==> src/include/muldiv_defines.svh <==
////////////////////
// Shared widths of the multiply/divide unit
// Operand width and transaction id width
////////////////////

`ifndef MULDIV_DEFINES_SVH
`define MULDIV_DEFINES_SVH

// Integer register width of the core
// The divider alignment logic expects a power of two here
`define MULDIV_XLEN 32

// Width of the transaction id carried with every operation
// Sets how many operations the issuing side may keep apart
`define MULDIV_ID_BITS 4

`endif

==> src/muldiv_op_pkg.sv <==
////////////////////
// Operation types of the multiply/divide unit
////////////////////

package muldiv_op_pkg;

  // Operations accepted on the input port
  typedef enum logic [2:0] {
    OP_MUL    = 3'd0,
    OP_MULH   = 3'd1,
    OP_MULHSU = 3'd2,
    OP_MULHU  = 3'd3,
    OP_DIV    = 3'd4,
    OP_DIVU   = 3'd5,
    OP_REM    = 3'd6,
    OP_REMU   = 3'd7
  } muldiv_op_e;

  // Multiplier variant
  // SEL_MUL returns the low word, the others the high word
  typedef enum logic [1:0] {
    SEL_MUL    = 2'd0,
    SEL_MULH   = 2'd1,
    SEL_MULHSU = 2'd2,
    SEL_MULHU  = 2'd3
  } mul_sel_e;

  // Divides and remainders go to the serial divider
  function automatic logic is_div_op(muldiv_op_e op);
    return op inside {OP_DIV, OP_DIVU, OP_REM, OP_REMU};
  endfunction

  // Multiplier variant of a multiply opcode
  function automatic mul_sel_e mul_sel_of(muldiv_op_e op);
    case (op)
      OP_MULH:   return SEL_MULH;
      OP_MULHSU: return SEL_MULHSU;
      OP_MULHU:  return SEL_MULHU;
      default:   return SEL_MUL;
    endcase
  endfunction

endpackage

==> src/muldiv_trans_pkg.sv <==
////////////////////
// Transaction types of the multiply/divide unit
////////////////////

`include "muldiv_defines.svh"

package muldiv_trans_pkg;

  // Id that travels with an operation and comes back with its result
  typedef logic [`MULDIV_ID_BITS-1:0] trans_id_t;

  // Divider opcode
  // 0 udiv, 1 div, 2 urem, 3 rem
  typedef logic [1:0] div_opcode_t;

  // Bit positions inside div_opcode_t
  localparam int unsigned DIV_SIGNED_BIT = 0;
  localparam int unsigned DIV_REM_BIT    = 1;

endpackage

==> src/lzc.sv <==
////////////////////
// Leading-zero counter
// Pairwise reduction tree with an all-zero flag
////////////////////

`timescale 1ns/1ps

`include "muldiv_defines.svh"

module lzc #(
  // Must be a power of two
  parameter int unsigned WIDTH = `MULDIV_XLEN
) (
  input  logic [WIDTH-1:0]         in_i,
  output logic [$clog2(WIDTH)-1:0] cnt_o,
  output logic                     empty_o
);

  localparam int unsigned LOG_W = $clog2(WIDTH);

  // Tree nodes, reduced in place level by level
  // Node 0 ends up holding the count over the whole word
  logic [LOG_W-1:0] node_cnt [WIDTH];
  logic             node_vld [WIDTH];

  always_comb begin
    // Leaves, index 0 is the MSB
    for (int i = 0; i < WIDTH; i++) begin
      node_vld[i] = in_i[WIDTH-1-i];
      node_cnt[i] = '0;
    end
    // Each level merges a left and a right half
    // Left half wins if it holds a one, else skip its full size
    for (int l = 0; l < LOG_W; l++) begin
      for (int n = 0; n < (WIDTH >> (l + 1)); n++) begin
        node_cnt[n] = node_vld[2*n] ? node_cnt[2*n]
                                    : node_cnt[2*n+1] + LOG_W'(1 << l);
        node_vld[n] = node_vld[2*n] | node_vld[2*n+1];
      end
    end
  end

  assign cnt_o   = node_cnt[0];
  // No one anywhere in the word
  assign empty_o = ~node_vld[0];

endmodule

==> src/serdiv.sv <==
////////////////////
// Serial radix-2 divider
// One quotient bit per cycle, early exit and signed fixup
////////////////////

`timescale 1ns/1ps

`include "muldiv_defines.svh"

module serdiv (
  input  logic                          clk_i,
  input  logic                          rst_n_i,
  input  muldiv_trans_pkg::trans_id_t   id_i,
  input  logic [`MULDIV_XLEN-1:0]       op_a_i,
  input  logic [`MULDIV_XLEN-1:0]       op_b_i,
  input  muldiv_trans_pkg::div_opcode_t opcode_i,
  input  logic                          in_valid_i,
  output logic                          in_ready_o,
  input  logic                          flush_i,
  output logic                          out_valid_o,
  input  logic                          out_ready_i,
  output muldiv_trans_pkg::trans_id_t   id_o,
  output logic [`MULDIV_XLEN-1:0]       res_o
);

  import muldiv_trans_pkg::*;

  localparam int unsigned W     = `MULDIV_XLEN;
  localparam int unsigned LOG_W = $clog2(W);
  // Shift used when operand A is all zeros
  localparam logic [LOG_W:0] FULL_SHIFT = (LOG_W + 1)'(W);

  typedef enum logic [1:0] {
    IDLE,
    DIVIDE,
    FINISH
  } state_e;

  state_e state_q, state_d;

  // Partial remainder, shifted divisor and quotient
  logic [W-1:0] op_a_q;
  logic [W-1:0] op_b_q;
  logic [W-1:0] res_q;
  trans_id_t    id_q;

  logic [LOG_W-1:0] cnt_q, cnt_d;
  logic             cnt_zero;

  // Flags captured at load
  logic rem_sel_q, comp_inv_q, res_inv_q;
  logic b_zero_q, b_neg_one_q, div_res_zero_q;

  logic is_signed, a_sign, b_sign;
  logic b_zero, b_neg_one, early_done;

  logic [W-1:0]     lzc_a_in, lzc_b_in;
  logic [LOG_W-1:0] lzc_a_cnt, lzc_b_cnt;
  logic             lzc_a_empty, lzc_b_empty;
  logic [LOG_W:0]   shift_a;
  logic [LOG_W+1:0] div_shift;
  logic [W-1:0]     op_b_shifted;

  logic [W-1:0] add_mux, add_tmp, add_out, b_mux, out_mux;
  logic         pm_sel, ab_comp;
  logic         load_en, a_reg_en, b_reg_en, res_reg_en;

  ////////////////////
  // Operand alignment
  ////////////////////

  assign is_signed = opcode_i[DIV_SIGNED_BIT];
  assign a_sign    = op_a_i[W-1];
  assign b_sign    = op_b_i[W-1];

  // Magnitude-like view of each operand for the counters
  assign lzc_a_in = (is_signed & a_sign) ? {~op_a_i[W-2:0], 1'b1} : op_a_i;
  assign lzc_b_in = (is_signed & b_sign) ? ~op_b_i : op_b_i;

  lzc #(
    .WIDTH (W)
  ) i_lzc_a (
    .in_i    (lzc_a_in),
    .cnt_o   (lzc_a_cnt),
    .empty_o (lzc_a_empty)
  );

  lzc #(
    .WIDTH (W)
  ) i_lzc_b (
    .in_i    (lzc_b_in),
    .cnt_o   (lzc_b_cnt),
    .empty_o (lzc_b_empty)
  );

  // Empty B view means 0, or -1 when the sign bit is set
  assign b_zero    = lzc_b_empty & ~b_sign;
  assign b_neg_one = lzc_b_empty & b_sign;

  assign shift_a      = lzc_a_empty ? FULL_SHIFT : {1'b0, lzc_a_cnt};
  assign div_shift    = {2'b00, lzc_b_cnt} - {1'b0, shift_a};
  assign op_b_shifted = op_b_i << div_shift;

  ////////////////////
  // Datapath
  ////////////////////

  // Add on load when signs agree, subtract otherwise
  assign pm_sel  = load_en & ~(is_signed & (a_sign ^ b_sign));
  assign add_mux = load_en ? op_a_i : op_b_q;
  assign add_tmp = load_en ? '0 : op_a_q;
  assign add_out = pm_sel ? add_tmp + add_mux : add_tmp - add_mux;

  // Divisor walks right by one, filled with its sign for negative B
  assign b_mux = load_en ? op_b_shifted : {comp_inv_q, op_b_q[W-1:1]};

  // Compare partial remainder against divisor
  assign ab_comp = ((op_a_q == op_b_q) | ((op_a_q > op_b_q) ^ comp_inv_q))
                 & ((|op_a_q) | b_zero_q);

  // Corner results: x/0 is all ones, x%0 is a, x/-1 is -a, x%-1 is 0
  always_comb begin
    if (rem_sel_q) begin
      out_mux = b_neg_one_q ? '0 : op_a_q;
    end else if (b_zero_q) begin
      out_mux = '1;
    end else begin
      out_mux = b_neg_one_q ? op_a_q : res_q;
    end
  end

  // Sign fixup on the way out
  assign res_o = res_inv_q ? -out_mux : out_mux;
  assign id_o  = id_q;

  ////////////////////
  // FSM and counter
  ////////////////////

  // Result known without iterating
  assign early_done = div_res_zero_q | b_zero_q | b_neg_one_q;

  assign cnt_zero = (cnt_q == '0);
  assign cnt_d    = load_en  ? div_shift[LOG_W-1:0] :
                    cnt_zero ? cnt_q : cnt_q - 1'b1;

  always_comb begin
    state_d     = state_q;
    in_ready_o  = 1'b0;
    out_valid_o = 1'b0;
    load_en     = 1'b0;
    a_reg_en    = 1'b0;
    b_reg_en    = 1'b0;
    res_reg_en  = 1'b0;

    unique case (state_q)
      IDLE: begin
        // Ready drops in the accepting cycle
        in_ready_o = ~in_valid_i;
        if (in_valid_i) begin
          load_en  = 1'b1;
          a_reg_en = 1'b1;
          b_reg_en = 1'b1;
          state_d  = DIVIDE;
        end
      end
      DIVIDE: begin
        if (early_done) begin
          out_valid_o = 1'b1;
          state_d     = out_ready_i ? IDLE : FINISH;
        end else begin
          // Subtract only when the divisor fits
          a_reg_en   = ab_comp;
          b_reg_en   = 1'b1;
          res_reg_en = 1'b1;
          if (cnt_zero) begin
            state_d = FINISH;
          end
        end
      end
      FINISH: begin
        out_valid_o = 1'b1;
        if (out_ready_i) begin
          state_d = IDLE;
        end
      end
      default: state_d = IDLE;
    endcase

    // Flush drops the operation wherever it is
    if (flush_i) begin
      in_ready_o  = 1'b0;
      out_valid_o = 1'b0;
      load_en     = 1'b0;
      a_reg_en    = 1'b0;
      b_reg_en    = 1'b0;
      res_reg_en  = 1'b0;
      state_d     = IDLE;
    end
  end

  ////////////////////
  // Registers
  ////////////////////

  always_ff @(posedge clk_i or negedge rst_n_i) begin
    if (!rst_n_i) begin
      state_q        <= IDLE;
      cnt_q          <= '0;
      rem_sel_q      <= 1'b0;
      comp_inv_q     <= 1'b0;
      res_inv_q      <= 1'b0;
      b_zero_q       <= 1'b0;
      b_neg_one_q    <= 1'b0;
      div_res_zero_q <= 1'b0;
    end else begin
      state_q <= state_d;
      cnt_q   <= cnt_d;
      if (load_en) begin
        rem_sel_q      <= opcode_i[DIV_REM_BIT];
        comp_inv_q     <= is_signed & b_sign;
        // Negate for mixed signs, except a quotient by zero
        res_inv_q      <= (~b_zero | opcode_i[DIV_REM_BIT]) & is_signed
                        & (a_sign ^ b_sign ^ b_neg_one);
        b_zero_q       <= b_zero;
        b_neg_one_q    <= b_neg_one;
        // Negative shift means |b| > |a|, quotient is zero
        div_res_zero_q <= div_shift[LOG_W+1];
      end
    end
  end

  always_ff @(posedge clk_i) begin
    if (a_reg_en) begin
      op_a_q <= add_out;
    end
    if (b_reg_en) begin
      op_b_q <= b_mux;
    end
    // Quotient bits enter from the right
    if (load_en) begin
      res_q <= '0;
      id_q  <= id_i;
    end else if (res_reg_en) begin
      res_q <= {res_q[W-2:0], ab_comp};
    end
  end

  ////////////////////
  // Assertions
  ////////////////////

  // Result and valid hold until taken or flushed
  a_out_hold: assert property (
    @(posedge clk_i) disable iff (!rst_n_i)
    out_valid_o && !out_ready_i && !flush_i |=>
      (out_valid_o && $stable(res_o) && $stable(id_o)) || flush_i
  ) else $error("serdiv result dropped or changed under back-pressure");

  a_ready_idle: assert property (
    @(posedge clk_i) disable iff (!rst_n_i)
    in_ready_o |-> state_q == IDLE
  ) else $error("serdiv ready outside IDLE");

endmodule

==> src/multiplier.sv <==
////////////////////
// Two-stage pipelined multiplier
// Signed and unsigned variants, low or high word
////////////////////

`timescale 1ns/1ps

`include "muldiv_defines.svh"

module multiplier (
  input  logic                        clk_i,
  input  logic                        rst_n_i,
  input  logic                        in_valid_i,
  output logic                        in_ready_o,
  input  muldiv_op_pkg::mul_sel_e     sel_i,
  input  logic [`MULDIV_XLEN-1:0]     a_i,
  input  logic [`MULDIV_XLEN-1:0]     b_i,
  input  muldiv_trans_pkg::trans_id_t id_i,
  input  logic                        flush_i,
  output logic                        out_valid_o,
  input  logic                        out_ready_i,
  output muldiv_trans_pkg::trans_id_t id_o,
  output logic [`MULDIV_XLEN-1:0]     result_o
);

  import muldiv_op_pkg::*;
  import muldiv_trans_pkg::*;

  localparam int unsigned W = `MULDIV_XLEN;

  // Whole pipe moves together
  logic advance;
  logic a_signed, b_signed;

  // Stage 1: extended operands, then the full product
  logic                op_valid_q;
  logic signed [W:0]   op_a_q, op_b_q;
  logic                op_high_q;
  trans_id_t           op_id_q;
  logic signed [2*W+1:0] product;
  logic                s1_valid_q;
  logic [2*W-1:0]      s1_prod_q;
  logic                s1_high_q;
  trans_id_t           s1_id_q;

  // Stage 2: selected half
  logic                s2_valid_q;
  logic [W-1:0]        s2_res_q;
  trans_id_t           s2_id_q;

  // Stall only while the output holds an unaccepted result
  assign advance    = ~s2_valid_q | out_ready_i;
  assign in_ready_o = advance;

  // Sign of each operand per variant
  assign a_signed = (sel_i == SEL_MULH) | (sel_i == SEL_MULHSU);
  assign b_signed = (sel_i == SEL_MULH);

  // 33x33 signed product covers all variants
  assign product = op_a_q * op_b_q;

  always_ff @(posedge clk_i or negedge rst_n_i) begin
    if (!rst_n_i) begin
      op_valid_q <= 1'b0;
      s1_valid_q <= 1'b0;
      s2_valid_q <= 1'b0;
    end else if (flush_i) begin
      op_valid_q <= 1'b0;
      s1_valid_q <= 1'b0;
      s2_valid_q <= 1'b0;
    end else if (advance) begin
      op_valid_q <= in_valid_i;
      s1_valid_q <= op_valid_q;
      s2_valid_q <= s1_valid_q;
    end
  end

  always_ff @(posedge clk_i) begin
    if (advance) begin
      op_a_q    <= {a_signed & a_i[W-1], a_i};
      op_b_q    <= {b_signed & b_i[W-1], b_i};
      op_high_q <= (sel_i != SEL_MUL);
      op_id_q   <= id_i;
      s1_prod_q <= product[2*W-1:0];
      s1_high_q <= op_high_q;
      s1_id_q   <= op_id_q;
      s2_res_q  <= s1_high_q ? s1_prod_q[2*W-1:W] : s1_prod_q[W-1:0];
      s2_id_q   <= s1_id_q;
    end
  end

  assign out_valid_o = s2_valid_q;
  assign id_o        = s2_id_q;
  assign result_o    = s2_res_q;

  // Output payload holds while stalled
  a_s2_stable: assert property (
    @(posedge clk_i) disable iff (!rst_n_i)
    out_valid_o && !out_ready_i |=> $stable(result_o) && $stable(id_o)
  ) else $error("multiplier output changed under back-pressure");

endmodule

==> src/muldiv_unit.sv <==
////////////////////
// Multiply/divide unit top
// Steers operations and shares one result port
////////////////////

`timescale 1ns/1ps

`include "muldiv_defines.svh"

module muldiv_unit (
  input  logic                        clk_i,
  input  logic                        rst_n_i,
  input  logic                        flush_i,
  input  logic                        in_valid_i,
  output logic                        in_ready_o,
  input  muldiv_op_pkg::muldiv_op_e   in_op_i,
  input  logic [`MULDIV_XLEN-1:0]     in_a_i,
  input  logic [`MULDIV_XLEN-1:0]     in_b_i,
  input  muldiv_trans_pkg::trans_id_t in_id_i,
  output logic                        out_valid_o,
  input  logic                        out_ready_i,
  output muldiv_trans_pkg::trans_id_t out_id_o,
  output logic [`MULDIV_XLEN-1:0]     out_result_o
);

  import muldiv_op_pkg::*;
  import muldiv_trans_pkg::*;

  logic        is_div;
  div_opcode_t div_opcode;
  mul_sel_e    mul_sel;

  logic                   mul_in_valid, mul_in_ready;
  logic                   mul_out_valid;
  trans_id_t              mul_id;
  logic [`MULDIV_XLEN-1:0] mul_result;

  logic                   div_in_valid, div_in_ready;
  logic                   div_out_valid, div_out_ready;
  trans_id_t              div_id;
  logic [`MULDIV_XLEN-1:0] div_result;

  ////////////////////
  // Opcode decode
  ////////////////////

  assign is_div  = is_div_op(in_op_i);
  assign mul_sel = mul_sel_of(in_op_i);

  always_comb begin
    div_opcode                 = '0;
    div_opcode[DIV_SIGNED_BIT] = (in_op_i == OP_DIV) | (in_op_i == OP_REM);
    div_opcode[DIV_REM_BIT]    = (in_op_i == OP_REM) | (in_op_i == OP_REMU);
  end

  // Valid only reaches the selected unit
  assign mul_in_valid = in_valid_i & ~is_div;
  assign div_in_valid = in_valid_i & is_div;
  assign in_ready_o   = is_div ? div_in_ready : mul_in_ready;

  multiplier i_multiplier (
    .clk_i       (clk_i),
    .rst_n_i     (rst_n_i),
    .in_valid_i  (mul_in_valid),
    .in_ready_o  (mul_in_ready),
    .sel_i       (mul_sel),
    .a_i         (in_a_i),
    .b_i         (in_b_i),
    .id_i        (in_id_i),
    .flush_i     (flush_i),
    .out_valid_o (mul_out_valid),
    .out_ready_i (out_ready_i),
    .id_o        (mul_id),
    .result_o    (mul_result)
  );

  serdiv i_serdiv (
    .clk_i       (clk_i),
    .rst_n_i     (rst_n_i),
    .id_i        (in_id_i),
    .op_a_i      (in_a_i),
    .op_b_i      (in_b_i),
    .opcode_i    (div_opcode),
    .in_valid_i  (div_in_valid),
    .in_ready_o  (div_in_ready),
    .flush_i     (flush_i),
    .out_valid_o (div_out_valid),
    .out_ready_i (div_out_ready),
    .id_o        (div_id),
    .res_o       (div_result)
  );

  ////////////////////
  // Result arbitration
  ////////////////////

  // Multiplier first, divider waits holding its result
  assign div_out_ready = out_ready_i & ~mul_out_valid;
  assign out_valid_o   = mul_out_valid | div_out_valid;
  assign out_id_o      = mul_out_valid ? mul_id : div_id;
  assign out_result_o  = mul_out_valid ? mul_result : div_result;

  // A divide result kept off the port by the multiplier is not lost
  a_div_held: assert property (
    @(posedge clk_i) disable iff (!rst_n_i)
    mul_out_valid && div_out_valid && !flush_i |=>
      (div_out_valid && $stable(div_id) && $stable(div_result)) || flush_i
  ) else $error("divider result lost while the multiplier held the result port");

endmodule

==> config.mk <==
export PLATFORM = sky130hd
export DESIGN_NAME = muldiv_unit
export DESIGN_NICKNAME = d
export VERILOG_FILES = /design/src/muldiv_op_pkg.sv /design/src/muldiv_trans_pkg.sv /design/src/lzc.sv /design/src/serdiv.sv /design/src/multiplier.sv /design/src/muldiv_unit.sv
export VERILOG_INCLUDE_DIRS = /design/src /design/src/include
export SDC_FILE = /design/constraint.sdc
export NUM_CORES = 2
export LEC_CHECK = 0
export ABC_AREA = 1
export BUFFER_PORTS_ARGS = -buffer_cell sky130_fd_sc_hd__buf_2
export CAP_MARGIN = 15
export CELL_PAD_IN_SITES_DETAIL_PLACEMENT = 1
export CELL_PAD_IN_SITES_GLOBAL_PLACEMENT = 1
export CORE_UTILIZATION = 30
export CTS_CLUSTER_DIAMETER = 80
export DETAILED_ROUTE_END_ITERATION = 12
export PLACE_DENSITY = 0.65
export SETUP_SLACK_MARGIN = 0.5
export SYNTH_ARGS = -nofsm -noshare
export SYNTH_HDL_FRONTEND = slang
export SYNTH_SLANG_ARGS = --single-unit
==> constraint.sdc <==
create_clock -name clk_i -period 9.35 [get_ports clk_i]
set_input_delay 2.3375 -clock clk_i [delete_from_list [all_inputs] [get_ports clk_i]]
set_output_delay 2.3375 -clock clk_i [all_outputs]
set_load 0.005 [all_outputs]
======== After elaboration in Yosys (flattened, before gate mapping) ========
Cells that the tools add are included.
storage, ports and cells
  flip-flop bits (word level) ............. 292
  input port bits ......................... 76
  word-level logic and storage cells ...... 293
cells by class
  add/sub/neg operators ................... 35
  multiply operators ...................... 1
  $lt $le $gt $ge ......................... 1
  equal/unequal tests ..................... 16
  shifts and indexed selects .............. 1
  mux-type cells .......................... 110
  bitwise logic cells ..................... 98
  reductions and logical operators ........ 7
operators by type and width
  kind                                         number
  2-to-1 mux 32 bit                            13
  OR 1 bit                                     72
  multiplier 33 x 33 -> 64 bit                 1
  2-to-1 mux 5 bit                             12
  2-to-1 mux 1 bit                             52
  adder 1 x 2 -> 3 bit, second input constant  16
  2-to-1 mux 3 bit                             14
  adder 3 x 3 -> 4 bit, second input constant  8
  adder 32 bit                                 1
  == test 32 bit                               1
  > comparator 32 bit                          1
  negator 32 bit                               1
  inverter 32 bit                              1
  OR reduction 32 bit                          1
  left shift 32 x 7 -> 32 bit                  1
  subtractor 32 bit                            1
  inverter 31 bit                              1
  2-to-1 mux 4 bit                             7
  adder 4 x 4 -> 5 bit, second input constant  4
  AND 1 bit                                    14
  == test 3 bit, second input constant         4
  2-to-1 mux 2 bit                             6
  case mux 2 bit (3 select lines)              2
  adder 5 bit, second input constant           2
  other kinds (18)                             33

======== Depth between registers and ports, before layout ========
  word-level depth ........................ 17
  gate-level depth with buffers ........... 33
  mapped depth without buffers ............ 31

======== Cells and area by module ========
From an unflattened synthesis, not the netlist that was laid out.
unflattened totals
  cells, all modules ...................... 7752
  area total of the unflattened synthesis .. 60405.4 µm²
modules (own cells, without submodules)
  module       times used  cells an instance  area each (µm²)  sequential area each (µm²)
  multiplier   1           5457               46393.2          5360.1
  serdiv       1           1957               12525.8          3007.9
  lzc          2           102                475.5            0.0
  muldiv_unit  1           134                535.5            0.0

======== Worst setup path before layout ========
OpenSTA, ideal clock, no wires.
  path kind ............................... in2out
  from .................................... in out_ready_i
  to ...................................... out in_ready_o
  arrival time ............................ 6113 ps
  data required time ...................... 7013 ps
  setup slack ............................. 899 ps
  stages .................................. 4
  path through ............................ nor2_1 inv_1 nand2_1 o21ai_0
on the way
  longest elaborated chain between the ends .. 2
RTL lines
  what                         line               source
  from (decl)                  muldiv_unit.sv:21  input logic out_ready_i,
  OR 1 bit                     multiplier.sv:52   assign advance = ~s2_valid_q | out_ready_i;
  net i_multiplier.in_ready_o  multiplier.sv:14   output logic in_ready_o,
  2-to-1 mux 1 bit             muldiv_unit.sv:59  assign in_ready_o = is_div ? div_in_ready : mul_in_ready;
  to (decl)                    muldiv_unit.sv:15  output logic in_ready_o,
The timed path passes the listed nets, and every way through them passes these cells.

======== Worst setup path in the final report ========
  from .................................... reg i_multiplier.op_a_q[8]
  to ...................................... reg i_multiplier.s1_prod_q[47], data pin
on the way
  longest elaborated chain between the ends .. 1
RTL lines
  what                          line              source
  from (decl)                   multiplier.sv:37  logic signed [W:0] op_a_q, op_b_q;
  from (signal assigned)        multiplier.sv:80  op_a_q <= {a_signed & a_i[W-1], a_i};
  multiplier 33 x 33 -> 64 bit  multiplier.sv:60  assign product = op_a_q * op_b_q;
  net i_multiplier.product[47]  multiplier.sv:40  logic signed [2*W+1:0] product;
  to (signal assigned)          multiplier.sv:84  s1_prod_q <= product[2*W-1:0];
  to (decl)                     multiplier.sv:42  logic [2*W-1:0] s1_prod_q;
The timed path passes the listed nets, and every way through them passes these cells.
A chain may end at the register's enable or synchronous reset.

==> flow_summary.json <==
{
  "outcome": "finished, final reports clean",
  "synth-seq-cells": 292,
  "cts_resized": 0,
  "synth_top_cell_by_area": "fa_1",
  "reg2reg_slack_ns": 0.78,
  "hold_viol": 0,
  "h-tree-depth": 2,
  "fillers": 23120,
  "placed_area_mm2": 0.06184,
  "grt_usage": 0.2103,
  "drt.antenna.violating_nets": 0,
  "period_share": 0.9161,
  "start_util": 0.3022,
  "fp.coreArea_mm2": 0.1928,
  "min_path_type": "flip-flop to flip-flop",
  "cp-start-kind": "flip-flop",
  "firstDrtPassIters": 6,
  "synth-main-ff-cell": "edfxtp_1",
  "place_inst": 9683,
  "fin_util": 0.3280,
  "r2r_start": "i_multiplier.op_a_q[8]",
  "slew-limit-headroom": 0.1976,
  "grt_pass1_wl_mm": 316.5,
  "drv_cap": 0,
  "synth-seq-area-share": 0.1436,
  "required_ns": 9.64,
  "grt_pass1_vias": 52510,
  "totalWireLength_mm": 203.1,
  "ys_async_sr_fraction": 0.05479,
  "drc": 0,
  "wl_per_cell_um": 20.81,
  "end_kind": "flip-flop",
  "path_max_fanout": 21,
  "cts-buffers-inserted": 39,
  "finalMaxSlewViolations": 0,
  "clock_latency_ns": 0.59,
  "core.rowCount": 161,
  "finalSetupViolCount": 0,
  "hold_start": "i_multiplier.s1_id_q[0]",
  "nets": 8694,
  "rsz0062_at_grt": "no",
  "synth_top_area_frac": 0.3872,
  "setup-tns-final_ns": 0,
  "drive_gt1_frac": 0.05710,
  "syn-num-nets": 8743,
  "initialDrtViolationCount": 2950,
  "cts_buffer_depth": 3,
  "cts_setup_buffers": 0,
  "fmax_mhz": 116.7,
  "yosys_warnings": 0,
  "antenna_found_initial": 19,
  "cts_tree": "built",
  "grt.overflow.total": 0,
  "arrival_ns": 8.86,
  "fin_crit_ns": 8.566,
  "clkSinkCount": 292,
  "synth_cells": 7251,
  "finalClockSkew_ns": 0.02619,
  "syn_area_mm2": 0.05827,
  "die_y_um": 442.7,
  "grt_max_degree": 83,
  "crit_start": "i_multiplier.op_a_q[8]",
  "vias_per_cell": 4.813,
  "cts-root-buf": "clkbuf_16",
  "die_area_mm2": 0.1960,
  "final_area_mm2": 0.06323,
  "yosys-top-cells-area": "fa_1 (39%), edfxtp_1 (13%), inv_1 (13%), nand2_1 (11%), ha_1 (6.2%)",
  "clk_pin_slew_ns": 0.06,
  "pin_count": 114,
  "worst_pin_slew_ns": 1.204,
  "crit_type": "flip-flop to flip-flop",
  "place_congestion": 0.9349,
  "area.growth.synth_to_final_pct": 8.523,
  "vias": 46990,
  "synth-edff-count": 244,
  "fin_cells": 9763,
  "synth.distinct_cells": 60,
  "numPortBuffers": 113,
  "die-width_um": 442.7,
  "avgSynthCellArea_um2": 8.036,
  "cts_hold_buf": 0,
  "dp_hpwl_mm": 169.5
}
## worst max-delay path, stage by stage, from the launching register on
cell and delay (ns):
edfxtp_1 1.08, buf_12 0.28, nand2_1 0.09, fa_1 0.50
fa_1 0.54, inv_1 0.05, fa_1 0.50, inv_1 0.06
fa_1 0.53, inv_1 0.05, fa_1 0.54, fa_1 0.45
fa_1 0.49, inv_1 0.05, fa_1 0.48, inv_1 0.05
ha_1 0.35, a21oi_1 0.17, inv_1 0.08, a31oi_1 0.40
a21boi_0 0.26, o21ai_0 0.11, a21oi_1 0.60, o21bai_1 0.21
a21oi_1 0.21, xnor2_1 0.12
## cell type report
class | count | area (µm²) | share of cell area
multi-input cells | 4639 | 41120 | 0.6503
flip-flops and latches | 292 | 8368 | 0.1323
inverters | 1953 | 7337 | 0.1160
well taps | 2526 | 3161 | 0.04998
repair buffers | 277 | 1894 | 0.02996
clock buffers | 44 | 994.7 | 0.01573
clock inverters | 28 | 347.8 | 0.005501
diodes | 4 | 10.01 | 0.0001583
## final timing paths
path	endpoint	depth (start not counted)
hold / removal	i_multiplier.id_o[0]	0
setup / recovery	i_multiplier.s1_prod_q[47]	25
min in group asynchronous	i_serdiv.b_neg_one_q	1
hold reg to reg	i_multiplier.id_o[0]	0
setup reg to reg	i_multiplier.s1_prod_q[47]	25
max in group asynchronous	i_serdiv.cnt_q[1]	1
## registers in the layout, indices dropped and copies added, names as in the netlist, 2 cells and up
name,flops
i_multiplier.op_b_q,33
i_serdiv.state_q,2
i_serdiv.res_q,32
i_multiplier.id_o,4
i_multiplier.op_a_q,33
i_serdiv.op_a_q,32
i_multiplier.op_id_q,4
i_serdiv.cnt_q,5
i_multiplier.s1_prod_q,64
i_serdiv.op_b_q,32
i_multiplier.s1_id_q,4
i_serdiv.id_o,4
i_multiplier.result_o,32
## Yosys cell counts, drive strengths merged (6+ instances only)
cell     count
nand3      256
fa        1127
o31ai        7
clkbuf     324
o21ai      273
xor2       104
nor3        22
edfxtp     244
a31oi       28
xnor2       61
nor2       348
buf         43
inv       1950
a21boi       7
o211ai      12
dfxtp       32
ha         289
nand4       80
a21oi      209
a21o        10
o2111ai      6
nor4         9
or2         14
mux2        32
o21a        13
dfrtp       16
nand2     1694
## kinds of logic (layout without fill, tap and decap cells)
kind of cell / Yosys count / count (layout) / share of synthesized area
adders and majority gates: 1416 / 1416 / 0.4493
AOI/OAI and AO/OA: 597 / 597 / 0.05639
other: 0 / 4 / 0
buffers and inverters: 2320 / 2302 / 0.1511
DFF: 292 / 292 / 0.1436
muxes: 32 / 32 / 0.006184
xor gates and xnor gates: 165 / 165 / 0.02480
and+or+nand+nor: 2429 / 2429 / 0.1686
## stage by stage
stage          hold slack [ns]  setup WS [ns]
2_1_floorplan           0.4003         0.8993
3_3_place_gp            0.4005         0.8260
3_5_place_dp            0.4063         0.8586
4_1_cts                 0.4130         0.8372
5_1_grt                 0.4145         0.5617
6_report                0.4123         0.7844
## layout by cell type, fill, tap and decap left out, types with 80 or more instances in the layout
| cell type | n |
|---|---|
| edfxtp_1 | 244 |
| ha_1 | 289 |
| buf_2 | 113 |
| nand2_1 | 1688 |
| buf_4 | 155 |
| nor2_1 | 340 |
| nand3_1 | 255 |
| inv_1 | 1943 |
| xor2_1 | 103 |
| a21oi_1 | 207 |
| fa_1 | 1127 |
| nand4_1 | 80 |
| o21ai_0 | 259 |
## routing by layer
| layer | routed length (µm) | track usage |
|---|---|---|
| met3 | 7136 | 0.01382 |
| met4 | 5841 | 0.05550 |
| met5 | 12 | 0 |
| met1 | 89900 | 0.2815 |
| met2 | 100200 | 0.3666 |
Power is left out: the tool's default activity adds up to more than one toggle a clock period on the data nets, which glitch-free logic cannot reach.
